`src/fx2_pkg.sv`:
```
package fx2_pkg;

	// FX2 FIFOADR codes for the four slave FIFOs
	// Only the control pair carries traffic here
	// EVENT_INBOUND is the resting address when no transfer runs
	typedef enum logic [1:0] {
		CTRL_INBOUND   = 2'd0,
		EVENT_INBOUND  = 2'd1,
		CTRL_OUTBOUND  = 2'd2,
		EVENT_OUTBOUND = 2'd3
	} fifo_addr_e;

	// Largest packet the FX2 endpoint buffer holds
	localparam int PKT_MAX_BYTES = 512;

	// Width of the write byte counter, counts 0 to PKT_MAX_BYTES-1
	localparam int PKT_COUNT_BITS = $clog2(PKT_MAX_BYTES);

	// FX2 status flags, converted to active high
	// Raw flags come straight off the pins
	// The _q flags are one cycle late and have a reset value
	typedef struct packed {
		// EP2 empty, raw
		logic in_empty;
		// EP2 empty, registered
		logic in_empty_q;
		// EP6 almost full, registered
		logic out_full_q;
		// EP6 almost full, raw
		logic out_full;
	} fx2_flags_t;

	// Strobe enables, active high, one cycle ahead of the pins
	// sloe high means the FX2 owns the FD bus
	typedef struct packed {
		logic slrd;
		logic slwr;
		logic pktend;
		logic sloe;
	} fx2_strobes_t;

endpackage

```
`src/usb_write_packetizer.sv`:
```
`timescale 1ns/10ps

module usb_write_packetizer (
	input  logic       CLK,
	input  logic       rst_i,
	// SLWR enable from the sequencer, one clock ahead of the pin
	input  logic       slwr_en_i,
	input  logic       data_load_i,
	input  logic [7:0] dat_i,
	output logic [7:0] out_dat_o,
	output logic       count_at_max_o
);
	import fx2_pkg::*;

	localparam logic [PKT_COUNT_BITS-1:0] COUNT_MAX = PKT_COUNT_BITS'(PKT_MAX_BYTES - 1);

	logic [PKT_COUNT_BITS-1:0] count;

	// Counts enabled write cycles in the current burst
	// Any gap in SLWR starts the count again
	always_ff @(posedge CLK) begin
		if (rst_i) begin
			count <= '0;
		end else if (slwr_en_i) begin
			count <= count + 1'b1;
		end else begin
			count <= '0;
		end
	end

	// At COUNT_MAX the current enable carries byte 512
	assign count_at_max_o = (count == COUNT_MAX);

	// Outbound byte register, drives FD one clock after the FIFO pop
	always_ff @(posedge CLK) begin
		if (data_load_i) begin
			out_dat_o <= dat_i;
		end
	end

endmodule

```
`config.mk`:
```
export PLATFORM = sky130hd
export DESIGN_NAME = usb_write_packetizer
export DESIGN_NICKNAME = d
export VERILOG_FILES = /design/src/fx2_pkg.sv /design/src/usb_write_packetizer.sv
export SDC_FILE = /design/constraint.sdc
export NUM_CORES = 1
export LEC_CHECK = 0
export ABC_AREA = 1
export BUFFER_PORTS_ARGS = -buffer_cell sky130_fd_sc_hd__buf_2
export CAP_MARGIN = 20
export CORE_MARGIN = 1.5
export CORE_UTILIZATION = 46
export CTS_BUF_LIST = sky130_fd_sc_hd__clkbuf_16
export DETAILED_ROUTE_END_ITERATION = 6
export MAX_ROUTING_LAYER = met4
export PLACE_DENSITY = 0.83
export SKIP_CTS_REPAIR_TIMING = 1
export SYNTH_ARGS = -nofsm -noshare
export SYNTH_HDL_FRONTEND = slang
export SYNTH_SLANG_ARGS = --single-unit
```
`constraint.sdc`:
```
create_clock -name CLK -period 1.45 [get_ports CLK]
set_input_delay 0.0725 -clock CLK [delete_from_list [all_inputs] [get_ports CLK]]
set_output_delay 0.0725 -clock CLK [all_outputs]
set_load 0.01 [all_outputs]
```
==> results.ini <==
[sta]
tightest_slew_ns = 0.240
fin_setup_tns_ns = -0.0313
rsz0062_at_grt = true
report.final.setup_viol = 1
slew_headroom = 0.840
layout_min_cycle_time_ns = 1.48
slew_viol_final = 0
max_freq_mhz = 675
fin_crit_sh = 1.02
fin_ws_ns = -0.0313
hold_violations = 0
finClkSkew_ns = 0.00235

[clock_tree]
clkSlewWorstSetupHoldPaths_ns = 0.05
cts_tree = built
cts.path.max_buffers = 2
cts_buffers = 3
cts_sinks = 17
htreeDepth = 1
insertion_delay_ns = 0.24
cts_root_buf = clkbuf_16

[placed_design]
gp_congestion = 0.859
port_buffers = 20
place_ws_ns = 0.0521
hpwl_um = 858

[cells_and_area]
fin_util = 0.694
final_cell_mix = 19 x buf_2, 12 x nor2_1, 10 x nand2_1
layout_commonest_cell = buf_2
drive_gt1_frac = 0.416
diodes = 0
fin_nets = 104
syn2layout_area_growth_pct = 41.3

[status]
status = complete, but fails checks
failed_checks = negative setup slack

[route]
num_vias = 506
totalWireLength_um = 1220
wl_met2_um = 612
post-route-drc-count = 0
wl_met1_um = 470
dr.pass1.iters = 4
wl_met3_um = 103
drt_iter0_markers = 15
routed_via_density = 4.87
drtAntennaViolNets = 0
post_drt_wl_per_cell_um = 11.8
top_layer_used = met4

[die]
rows = 13
core_area_um2 = 1300
initial_core_util = 0.491
die_w_um = 40.3
fp.dieH_um = 40.3
ioPinCount = 21
die_area_um2 = 1620

[logic_synthesis]
yosysWarnings = 0
ys_seq_elements = 17
syn-num-nets = 76
syn_area_per_cell_um2 = 10.3
ys_types = 12
syn_area_um2 = 639
netlist_instances = 62
yosysSeqAreaShare = 0.658

[power_and_ir_drop]
peakVddDrop_uv = 1170
p_leak_uw = 0.000351
p_per_area_nw_per_um2 = 1250

[grt]
antenna_found_initial = 0
grt_usage = 0.169
grt_pass1_wl_um = 1720
overflow = 0
grt_max_degree = 10
grt_pass1_vias = 440

[setup_path]
rr_worst_depth = 8
crit_path_end_kind = output port
start_kind = flip-flop
reg2reg_to = count[8]$_SDFF_PP0_
startpoint = count[1]$_SDFF_PP0_
endpoint = count_at_max_o
worstPathRequired_ns = 1.38
r2r_setup_slack_ns = 0.09
cp_max_fo = 3
r2r-start = count[1]$_SDFF_PP0_
crit_type = reg -> out
cp.arrival_ns = 1.41

[worst_hold_path]
hold_class = in -> reg

[run]
cap_violations = 0

[where the power goes]
part | internal [uW] | switching [uW]
clock network | 365 | 165
logic | 31.3 | 35.8
registers | 525 | 6.55
[metal layers]
| layer | GRT usage | vias to the layer above |
|---|---|---|
| li1 | - | 253 |
| met1 | 0.176 | 227 |
| met2 | 0.302 | 22 |
| met3 | 0.0389 | 4 |
| met4 | 0.0750 | 0 |
| met5 | - | - |
[cells in the mapped netlist (all sizes together)]
master  instances  share of area
o21ai           2          0.016
a21oi           3          0.023
nand3           3          0.039
inv             8          0.047
nor2           16           0.11
nand2          11          0.065
edfxtp          8           0.38
dfxtp           9           0.28
ha              2          0.039
[critical path, cell delays in order, from the launching register on]
cell and delay (ns):
dfxtp_4 0.36, ha_4 0.15, nand3_4 0.08, nor2_4 0.13, nand2_2 0.07, nor2_2 0.11
ha_2 0.17, buf_6 0.09
[registers in the layout, summed over array words and instances, names as in the netlist]
name and count:
out_dat_o 8, count 9
[metrics by stage]
step	power (uW)	std cells	instance area, um^2	hold slack, ns
detailed placement	605	98	766	0.251
finish	1130	104	903	0.000941
global placement	601	98	766	0.250
CTS	1140	102	845	0.0000230
global route	1170	104	903	0.00230
floorplan	565	62	639	0.171
[cell type report]
class | instances | area [um^2]
sequential | 17 | 425
fill | 103 | 398
multi-input combinational | 37 | 221
timing repair buffer | 23 | 129
clock buffer | 3 | 75.1
inverter | 8 | 30.0
tap | 15 | 18.8
clock inverter | 1 | 3.75
[worst min path at each step]
stage	from	end	slack, ns	depth (start not counted)
after global routing	dat_i[2]	out_dat_o[2]$_DFFE_PP_	0.002	1
final	dat_i[1]	out_dat_o[1]$_DFFE_PP_	0.0009	1
after floorplan	dat_i[0]	out_dat_o[0]$_DFFE_PP_	0.17	0
after global placement	dat_i[6]	out_dat_o[6]$_DFFE_PP_	0.25	1
after detailed placement	dat_i[1]	out_dat_o[1]$_DFFE_PP_	0.25	1
after CTS	dat_i[1]	out_dat_o[1]$_DFFE_PP_	0.00002	1
[kinds of logic (layout without fill, tap and decap cells)]
| logic type | count (synthesis) | count (layout) | synth area share |
|---|---|---|---|
| simple gates | 30 | 30 | 0.217 |
| buf+inv | 8 | 35 | 0.0470 |
| compound gates | 5 | 5 | 0.0391 |
| fa+ha+maj | 2 | 2 | 0.0391 |
| flops | 17 | 17 | 0.658 |
Power figures use the tool's default switching activity.
