[config.mk]
export PLATFORM = sky130hd
export DESIGN_NAME = usb_txn_sequencer
export DESIGN_NICKNAME = d
export VERILOG_FILES = /design/src/fx2_pkg.sv /design/src/usb_ctrl_pkg.sv /design/src/usb_txn_sequencer.sv
export SDC_FILE = /design/constraint.sdc
export NUM_CORES = 1
export LEC_CHECK = 0
export BUFFER_PORTS_ARGS = -buffer_cell sky130_fd_sc_hd__buf_2
export CORE_MARGIN = 2
export CORE_UTILIZATION = 45
export CTS_CLUSTER_SIZE = 20
export DETAILED_ROUTE_END_ITERATION = 10
export GPL_ROUTABILITY_DRIVEN = 0
export PLACE_DENSITY = 0.79
export SLEW_MARGIN = 20
export SYNTH_ARGS = -nofsm -noshare
export SYNTH_HDL_FRONTEND = slang
export SYNTH_SLANG_ARGS = --single-unit
[constraint.sdc]
create_clock -name CLK -period 1.68 [get_ports CLK]
set_clock_uncertainty 0.05 [all_clocks]
set_input_delay 0.42 -clock CLK [delete_from_list [all_inputs] [get_ports CLK]]
set_output_delay 0.42 -clock CLK [all_outputs]
set_load 0.02 [all_outputs]
[src/fx2_pkg.sv]
package fx2_pkg;

	// FX2 FIFOADR codes for the four slave FIFOs
	// Only the control pair carries traffic here
	// EVENT_INBOUND is the resting address when no transfer runs
	typedef enum logic [1:0] {
		CTRL_INBOUND   = 2'd0,
		EVENT_INBOUND  = 2'd1,
		CTRL_OUTBOUND  = 2'd2,
		EVENT_OUTBOUND = 2'd3
	} fifo_addr_e;

	// Largest packet the FX2 endpoint buffer holds
	localparam int PKT_MAX_BYTES = 512;

	// Width of the write byte counter, counts 0 to PKT_MAX_BYTES-1
	localparam int PKT_COUNT_BITS = $clog2(PKT_MAX_BYTES);

	// FX2 status flags, converted to active high
	// Raw flags come straight off the pins
	// The _q flags are one cycle late and have a reset value
	typedef struct packed {
		// EP2 empty, raw
		logic in_empty;
		// EP2 empty, registered
		logic in_empty_q;
		// EP6 almost full, registered
		logic out_full_q;
		// EP6 almost full, raw
		logic out_full;
	} fx2_flags_t;

	// Strobe enables, active high, one cycle ahead of the pins
	// sloe high means the FX2 owns the FD bus
	typedef struct packed {
		logic slrd;
		logic slwr;
		logic pktend;
		logic sloe;
	} fx2_strobes_t;

endpackage

[src/usb_ctrl_pkg.sv]
package usb_ctrl_pkg;

	// Read/write sequencer states
	typedef enum logic [3:0] {
		// Waiting for work, address rests
		IDLE,
		// Drive FIFOADR, it needs setup time before any strobe
		ASSERT_ADDR,
		// Address settles, a write starts its first strobe here
		ADDR_WAIT,
		// Read strobe enabled, FD not yet valid
		SLRD_ENABLE,
		// First SLRD on the pin
		READ_WAIT,
		// Streaming reads
		READ,
		// Inbound FIFO full, SLRD held off
		READ_PAUSE,
		// Restart SLRD before going back to READ
		READ_RESUME,
		// Streaming writes
		WRITE,
		// Local data ran out inside an open packet
		WRITE_WAIT,
		// Drop address and strobes
		DONE
	} seq_state_e;

	// Direction of the current FX2 transfer
	typedef enum logic {
		TXN_READ,
		TXN_WRITE
	} txn_e;

	// Local FIFO status and outbound data into the bridge
	// dat is first-word-fall-through, valid while empty is low
	// packet high keeps the packet open when data runs out
	// full is from the inbound FIFO, which takes two more writes after it rises
	typedef struct packed {
		logic [7:0] dat;
		logic empty;
		logic packet;
		logic full;
	} ctrl_src_t;

	// Bridge to the local FIFOs
	// wr pushes dat into the inbound FIFO
	// rd pops the outbound FIFO
	typedef struct packed {
		logic [7:0] dat;
		logic wr;
		logic rd;
	} ctrl_sink_t;

endpackage

[src/usb_txn_sequencer.sv]
`timescale 1ns/10ps

module usb_txn_sequencer (
	input  logic                  CLK,
	input  logic                  rst_i,
	input  fx2_pkg::fx2_flags_t   flags_i,
	input  logic                  ctrl_empty_i,
	input  logic                  ctrl_packet_i,
	input  logic                  ctrl_full_i,
	input  logic                  count_at_max_i,
	output fx2_pkg::fx2_strobes_t strobes_o,
	output logic                  fd_latch_o,
	output logic                  data_load_o,
	output logic                  ctrl_wr_o,
	output logic                  ctrl_rd_o,
	output fx2_pkg::fifo_addr_e   fifoadr_o
);
	import fx2_pkg::*;
	import usb_ctrl_pkg::*;

	seq_state_e state;
	txn_e       txn;
	logic       is_write;
	logic       read_ok;
	logic       write_ok;
	logic       slrd_en;
	logic       xfer_en;
	logic       pktend_en;
	logic       sloe_en;
	logic       delayed_pktend;
	logic       slrd_q;
	logic       pop_valid;
	logic       wr_q;

	assign is_write = (txn == TXN_WRITE);

	// Start a read when EP2 has data and the local FIFO has room
	assign read_ok = !flags_i.in_empty_q && !ctrl_full_i;
	// Start a write only when EP6 is clear on both the raw and registered flag
	assign write_ok = !flags_i.out_full_q && !flags_i.out_full && !ctrl_empty_i;

	// Transaction choice, made in IDLE only
	// Reads win over writes
	always_ff @(posedge CLK) begin
		if (rst_i) begin
			txn       <= TXN_READ;
			fifoadr_o <= EVENT_INBOUND;
		end else if (state == IDLE) begin
			if (read_ok) begin
				txn       <= TXN_READ;
				fifoadr_o <= CTRL_INBOUND;
			end else if (write_ok) begin
				txn       <= TXN_WRITE;
				fifoadr_o <= CTRL_OUTBOUND;
			end else begin
				fifoadr_o <= EVENT_INBOUND;
			end
		end
	end

	always_ff @(posedge CLK) begin
		if (rst_i) begin
			state <= IDLE;
		end else begin
			case (state)
				IDLE: begin
					if (read_ok || write_ok) begin
						state <= ASSERT_ADDR;
					end
				end
				ASSERT_ADDR: state <= ADDR_WAIT;
				ADDR_WAIT:   state <= is_write ? WRITE : SLRD_ENABLE;
				SLRD_ENABLE: state <= READ_WAIT;
				READ_WAIT:   state <= READ;
				// Raw empty ends the read, local full parks it
				READ: begin
					if (flags_i.in_empty) begin
						state <= DONE;
					end else if (ctrl_full_i) begin
						state <= READ_PAUSE;
					end
				end
				// Pending outbound data gets serviced while we wait for room
				READ_PAUSE: begin
					if (!ctrl_full_i) begin
						state <= READ_RESUME;
					end else if (!ctrl_empty_i) begin
						state <= IDLE;
					end
				end
				READ_RESUME: state <= READ;
				WRITE: begin
					if (flags_i.out_full_q || count_at_max_i) begin
						state <= DONE;
					end else if (ctrl_empty_i) begin
						state <= ctrl_packet_i ? WRITE_WAIT : DONE;
					end
				end
				WRITE_WAIT: begin
					if (!ctrl_empty_i) begin
						state <= WRITE;
					end
				end
				DONE:    state <= IDLE;
				default: state <= IDLE;
			endcase
		end
	end

	// SLRD enable, held off while the local FIFO is full
	assign slrd_en = ((state == SLRD_ENABLE) || (state == READ_WAIT) ||
		(state == READ) || (state == READ_RESUME)) && !ctrl_full_i;

	// Copy of the SLRD pin
	// A pop happens when the pin is active and EP2 has a byte
	always_ff @(posedge CLK) begin
		if (rst_i) begin
			slrd_q <= 1'b0;
			wr_q   <= 1'b0;
		end else begin
			slrd_q <= slrd_en;
			wr_q   <= pop_valid;
		end
	end

	assign pop_valid = slrd_q && !flags_i.in_empty;
	// Every popped byte is latched once and pushed on the next clock
	assign fd_latch_o = pop_valid;
	assign ctrl_wr_o  = wr_q;

	// One outbound byte per cycle
	// Starts in ADDR_WAIT so SLWR meets the first byte on FD
	assign xfer_en = is_write && ((state == ADDR_WAIT) || (state == WRITE)) &&
		!ctrl_empty_i && !flags_i.out_full_q;
	assign ctrl_rd_o   = xfer_en;
	assign data_load_o = xfer_en;

	// PKTEND one cycle after the 512th SLWR enable
	always_ff @(posedge CLK) begin
		if (rst_i) begin
			delayed_pktend <= 1'b0;
		end else begin
			delayed_pktend <= (state == WRITE) && count_at_max_i && xfer_en;
		end
	end

	// Closed packet ran dry, or EP6 almost full
	assign pktend_en = ((state == WRITE) &&
		((ctrl_empty_i && !ctrl_packet_i) || flags_i.out_full_q)) || delayed_pktend;

	// FX2 drives FD only for the length of a read
	assign sloe_en = !is_write && (state != IDLE);

	assign strobes_o = '{
		slrd:   slrd_en,
		slwr:   xfer_en,
		pktend: pktend_en,
		sloe:   sloe_en
	};

endmodule

==> results of run 1 <==
==> cells by family after synthesis <==
logic type | count (synthesis) | share of synthesized area (%)
mux | 4 | 5.634
compound gates | 19 | 20.60
xor+xnor | 1 | 1.233
simple gates | 39 | 34.33
buf+inv | 12 | 10.04
flops | 10 | 28.17
==> worst max-delay path by stage <==
stage | cells after the start | slack (ns) | to
detailed placement | 5 | -0.05 | state[0]
floorplan | 4 | -0.03 | data_load_o
CTS | 3 | -0.24 | strobes_o[1]
global placement | 5 | 0.02 | state[1]
finish | 3 | -0.23 | strobes_o[1]
global route | 3 | -0.27 | strobes_o[1]
==> placed cells by master (no fill, tap or decap), types with 2 or more instances in the layout <==
cell type,count
buf_4,19
buf_2,15
nor2_1,7
nand2_1,7
dfxtp_1,6
nor2b_1,4
a21oi_1,4
buf_6,4
nor3_1,3
o21ai_0,3
mux2i_1,3
clkbuf_4,3
nor4_4,2
and3_1,2
nor4_1,2
a31oi_1,2
dfxtp_2,2
dfxtp_4,2
==> power by group through the flow <==
stage	Sequential, W	Clock, W	Combinational, W
floorplan	0.000327	0	0.000397
finish	0.000305	0.000228	0.000641
detailed placement	0.000305	0	0.000558
global placement	0.000302	0	0.000551
global route	0.000307	0.000239	0.000690
CTS	0.000304	0.000228	0.000591
==> worst max-delay path, delay by kind of cell (launching register included) <==
kind / cells / cell delay (ns)
AOI/OAI and AO/OA: 1 / 0.14
DFF: 1 / 0.33
buffers and inverters: 1 / 0.15
and+or+nand+nor: 1 / 0.54
==> stage by stage <==
step	setup TNS [ns]	power, W
after floorplan	-0.06212	0.0007246
after global placement	0	0.0008532
after detailed placement	-0.1084	0.0008627
after CTS	-1.098	0.001123
after global routing	-1.415	0.001236
final	-0.9587	0.001174
==> sequential cells by signal (all words and copies together) (netlist names) <==
signal	count
delayed_pktend	1
slrd_q	1
fifoadr_o	2
is_write	1
state	4
ctrl_wr_o	1
==> synthesized netlist by cell type (2+ instances only) <==
library cell / n / area (um^2)
nor2_1: 7 / 26.28
nor3_1: 3 / 15.01
nor2b_1: 4 / 25.02
a21oi_1: 4 / 20.02
o21ai_0: 3 / 15.01
nand2_1: 7 / 26.28
mux2i_1: 4 / 40.04
dfxtp_1: 10 / 200.2
nor4_1: 4 / 25.02
and3_1: 2 / 12.51
clkbuf_1: 5 / 18.77
a31oi_1: 2 / 12.51
buf_4: 5 / 37.54
==> layer usage <==
| layer | wire [um] | global-route usage (%) |
|---|---|---|
| met1 | 841 | 27.01 |
| met2 | 893 | 36.18 |
| met3 | 89 | 2.500 |
| met4 | 20 | 9.091 |
| met5 | 0 | 0 |
==> cell type report <==
type | instances | area [um^2] | share of cell area [%]
multi-input combinational | 63 | 500.5 | 47.73
timing repair buffer | 39 | 277.8 | 26.49
sequential | 10 | 210.2 | 20.05
clock buffer | 4 | 36.28 | 3.461
tap | 16 | 20.02 | 1.909
inverter | 1 | 3.754 | 0.3580
==> timing repair <==
item                       CTS  global route
setup endpoints to repair    8             9
buffers inserted             2             1
gates resized for setup     11             6
gates cloned                 0             0
pin swaps                    3             2
==> impl_metrics.env, run 1 <==
export IMPL_power_switching_w=0.0004437
export IMPL_yosysUniqueCellTypes=38
export IMPL_period_minus_slack_ns=1.906
export IMPL_fin_area_mm2=0.001049
export IMPL_netlist_area_um2=710.7
export IMPL_critPathRequiredTime_ns=1.21
export IMPL_first_pass_iters=4
export IMPL_yosysWarnings=0
export IMPL_leakagePower_nw=0.4317
export IMPL_p_int_w=0.0007306
export IMPL_track_usage_pct=21.29
export IMPL_whs_endpoint="fifoadr_o[1]"
export IMPL_tritoncts="built"
export IMPL_fmax_mhz=524.8
export IMPL_avgViaCountPerCell=5.632
export IMPL_violations="setup timing"
export IMPL_clk_latency_ns=0.27
export IMPL_cap_violations=0
export IMPL_synthArstFlopShare_pct=0
export IMPL_cts_sinks=10
export IMPL_areaGrowthSynthToFinish_pct=47.54
export IMPL_drt_iter0_markers=7
export IMPL_startpoint_type="flip-flop"
export IMPL_hp_class="in2reg"
export IMPL_drt_wl_total_um=1844
export IMPL_worst_hold_startpoint="rst_i"
export IMPL_crit_type="reg2out"
export IMPL_setup_violations=7
export IMPL_vias=749
export IMPL_synth_edf_count=0
export IMPL_grt_pass1_vias=721
export IMPL_ctsHoldBuffers=0
export IMPL_die_h_um=43.74
export IMPL_ios=20
export IMPL_r2r_end="state[1]"
export IMPL_status="finished with violations"
export IMPL_dieArea_mm2=0.001913
export IMPL_place_inst=126
export IMPL_fill_cells=106
export IMPL_drv_slew=0
export IMPL_r2r_setup_slack_ns=-0.08
export IMPL_antenna_found_initial=0
export IMPL_cp_end_kind="output pin"
export IMPL_holdWs_ns=0.3835
export IMPL_grt_max_degree=12
export IMPL_syn_avg_cell_area_um2=8.361
export IMPL_place_ws_ns=-0.05308
export IMPL_drc=0
export IMPL_power_share_clock_pct=19.4
export IMPL_power_density_mw_per_mm2=1120
export IMPL_coreArea_mm2=0.001489
export IMPL_max_stage_delay_ns=0.54
export IMPL_clk_pin_slew_ns=0.07
export IMPL_p_comb_share_pct=54.6
export IMPL_holdPathStages=2
export IMPL_overflow=0
export IMPL_clk_path_buf_depth=2
export IMPL_finalHoldViolCount=0
export IMPL_cp_slowest_cell="or4b_4"
export IMPL_htreeDepth=1
export IMPL_final_cell_count_no_fill=133
export IMPL_critical_path_startpoint="state[0]"
export IMPL_routedWlPerCell_um=13.86
export IMPL_rsz0062_at_grt="true"
export IMPL_synth_ff_latch_count=10
export IMPL_swShare_pct=37.78
export IMPL_dp_hpwl_um=1319
export IMPL_max_slew_margin_pct=75.10
export IMPL_nets=128
export IMPL_synth_seq_area_share_pct=28.17
export IMPL_synth_ff_type="dfxtp_1"
export IMPL_dieWidth_um=43.74
export IMPL_peakVddDrop_mv=0.5648
export IMPL_reg2reg_from="state[0]"
export IMPL_layout_drive_gt1_share_pct=47.86
export IMPL_synthesis_nets=95
export IMPL_crit_fanout=2
export IMPL_worstPathArrival_ns=1.44
export IMPL_final_util_pct=70.42
export IMPL_min_period_over_period_pct=113.4
export IMPL_r2r_cells=6
export IMPL_cts_root_buf="clkbuf_4"
export IMPL_cts_buffers=3
export IMPL_grt_pass1_wl_um=3042
export IMPL_rows=14
export IMPL_start_util_pct=47.73
export IMPL_placed_cell_area_um2=924.6
export IMPL_fin_ws_ns=-0.2256
export IMPL_syn_inst=85
export IMPL_portBuffers=19
export IMPL_path_cells="or4b_4 > o21bai_1 > buf_4"
export IMPL_power_share_sequential_pct=26.0
export IMPL_antennaDiodeCount=0
export IMPL_ant_nets=0
export IMPL_tightest_slew_ns=0.3734
No activity file was read; power rests on OpenSTA's default activity.
==> run 2: changes to the inputs <==
--- a/config.mk
+++ b/config.mk
@@ -6,5 +6,5 @@
 export NUM_CORES = 1
 export LEC_CHECK = 0
-export BUFFER_PORTS_ARGS = -buffer_cell sky130_fd_sc_hd__buf_2
+export BUFFER_PORTS_ARGS = -buffer_cell sky130_fd_sc_hd__clkbuf_2
 export CORE_MARGIN = 2
 export CORE_UTILIZATION = 45
--- a/constraint.sdc
+++ b/constraint.sdc
@@ -3,3 +3,3 @@
 set_input_delay 0.42 -clock CLK [delete_from_list [all_inputs] [get_ports CLK]]
 set_output_delay 0.42 -clock CLK [all_outputs]
-set_load 0.02 [all_outputs]
+set_load 0.005 [all_outputs]
==> impl_metrics.env, run 2 (synthesis results as in run 1) <==
export IMPL_fin_area_mm2=0.001062
export IMPL_vias=804
export IMPL_cp_end_kind="output pin"
export IMPL_clk_path_buf_depth=2
export IMPL_ctsHoldBuffers=0
export IMPL_max_slew_margin_pct=72.75
export IMPL_clk_pin_slew_ns=0.07
export IMPL_fin_tns_setup_ns=-0.8204
export IMPL_overflow=0
export IMPL_drc=0
export IMPL_layout_drive_gt1_share_pct=50.42
export IMPL_min_period_over_period_pct=111.4
export IMPL_cts_buffers=3
export IMPL_startpoint_type="flip-flop"
export IMPL_violations="setup timing"
export IMPL_regArea_um2=207.7
export IMPL_multi_input_area_um2=518.0
export IMPL_largest_reg_flops=4
export IMPL_reg_top3="state: 4 flops, fifoadr_o: 2 flops"
export IMPL_start_util_pct=47.73
export IMPL_fill_cells=106
export IMPL_setup_violations=8
export IMPL_r2r_cells=5
export IMPL_rows=14
export IMPL_grt_pass1_wl_um=3581
export IMPL_holdWs_ns=0.3531
export IMPL_rsz0062_at_grt="true"
export IMPL_worstPathArrival_ns=1.40
export IMPL_nets=131
export IMPL_htreeDepth=1
export IMPL_leakagePower_nw=0.4420
export IMPL_track_usage_pct=26.63
export IMPL_drt_wl_total_um=2254
export IMPL_dp_hpwl_um=1456
export IMPL_drt_iter0_markers=24
export IMPL_dieArea_mm2=0.001913
export IMPL_peakVddDrop_mv=0.5746
export IMPL_regMostFlops="state"
export IMPL_cts_sinks=10
export IMPL_routedWlPerCell_um=16.70
export IMPL_clk_latency_ns=0.28
export IMPL_antennaDiodeCount=0
export IMPL_place_ws_ns=-0.05289
export IMPL_first_pass_iters=4
export IMPL_grt_pass1_vias=789
export IMPL_holdPathStages=2
export IMPL_mostFrequentLayoutCells="buf_4, clkbuf_2, nor2_1, nand2_1"
export IMPL_ios=20
export IMPL_fin_ws_ns=-0.1910
export IMPL_avgViaCountPerCell=5.956
export IMPL_tightest_slew_ns=0.4087
export IMPL_areaGrowthSynthToFinish_pct=49.47
export IMPL_antenna_found_initial=0
export IMPL_crit_type="reg2out"
export IMPL_coreArea_mm2=0.001489
export IMPL_finalHoldViolCount=0
export IMPL_die_h_um=43.74
export IMPL_hp_class="in2reg"
export IMPL_tritoncts="built"
export IMPL_ant_nets=0
export IMPL_power_w=0.001161
export IMPL_period_minus_slack_ns=1.871
export IMPL_placed_cell_area_um2=908.4
export IMPL_crit_fanout=3
export IMPL_critPathRequiredTime_ns=1.21
export IMPL_cap_violations=0
export IMPL_drv_slew=0
export IMPL_fmax_mhz=534.5
export IMPL_power_density_mw_per_mm2=1093
export IMPL_dieWidth_um=43.74
export IMPL_portBuffers=19
export IMPL_grt_max_degree=10
export IMPL_cts_root_buf="clkbuf_4"
export IMPL_layout_commonest_cell="buf_4"
export IMPL_status="finished with violations"
-- run 2: changes by cell type in the layout (fill, tap and decap cells not counted), moves of 2 or more --
cell	before	now
buf_2	15	3
clkbuf_2	0	16
nor4_4	2	4
buf_6	4	6
buf_4	19	17
-- run 2: what timing repair did --
item                                    CTS  global route
resized for setup                        10            13
hold endpoints to repair                  0             0
pin swaps                                 3             6
endpoints found under the setup margin    7             9
buffers inserted                          2             4
-- run 2: power by group --
part	switching [W]	total [W]	internal, W
Sequential	0.0000314	0.000307	0.000275
Combinational	0.000313	0.000678	0.000365
Clock	0.0000928	0.000176	0.0000833
-- run 2: final timing paths --
check | startpoint | end | slack [ns]
max | state[1] | strobes_o[1] | -0.19
max reg2reg | state[0] | state[1] | -0.14
min reg2reg | fifoadr_o[1] | fifoadr_o[1] | 0.41
min | ctrl_full_i | slrd_q | 0.35
-- run 2: critical path, stage by stage, from the launching register on --
cell and delay (ns):
dfxtp_2 0.34, or4b_4 0.54, o21bai_1 0.12, buf_2 0.12
-- run 2: final cells by class --
| type | instances | area share (%) |
|---|---|---|
| clock buffers | 3 | 2.120 |
| flip-flops and latches | 10 | 19.55 |
| inverters | 1 | 0.3534 |
| repair buffers | 42 | 27.33 |
| multi-input cells | 63 | 48.76 |
| well taps | 16 | 1.885 |
-- run 2: routing by layer --
| layer | part of all wire [%] | global-route usage, % |
|---|---|---|
| met1 | 39 | 30.47 |
| met3 | 7.3 | 6.250 |
| met2 | 50 | 45.29 |
| met4 | 3.4 | 14.55 |
| met5 | 0 | 0 |
-- run 2: stage by stage --
step	util (%)	cells
global route	71.34	135
CTS	66.39	132
global placement	61.01	127
floorplan	-	85
finish	71.34	135
detailed placement	61.01	127
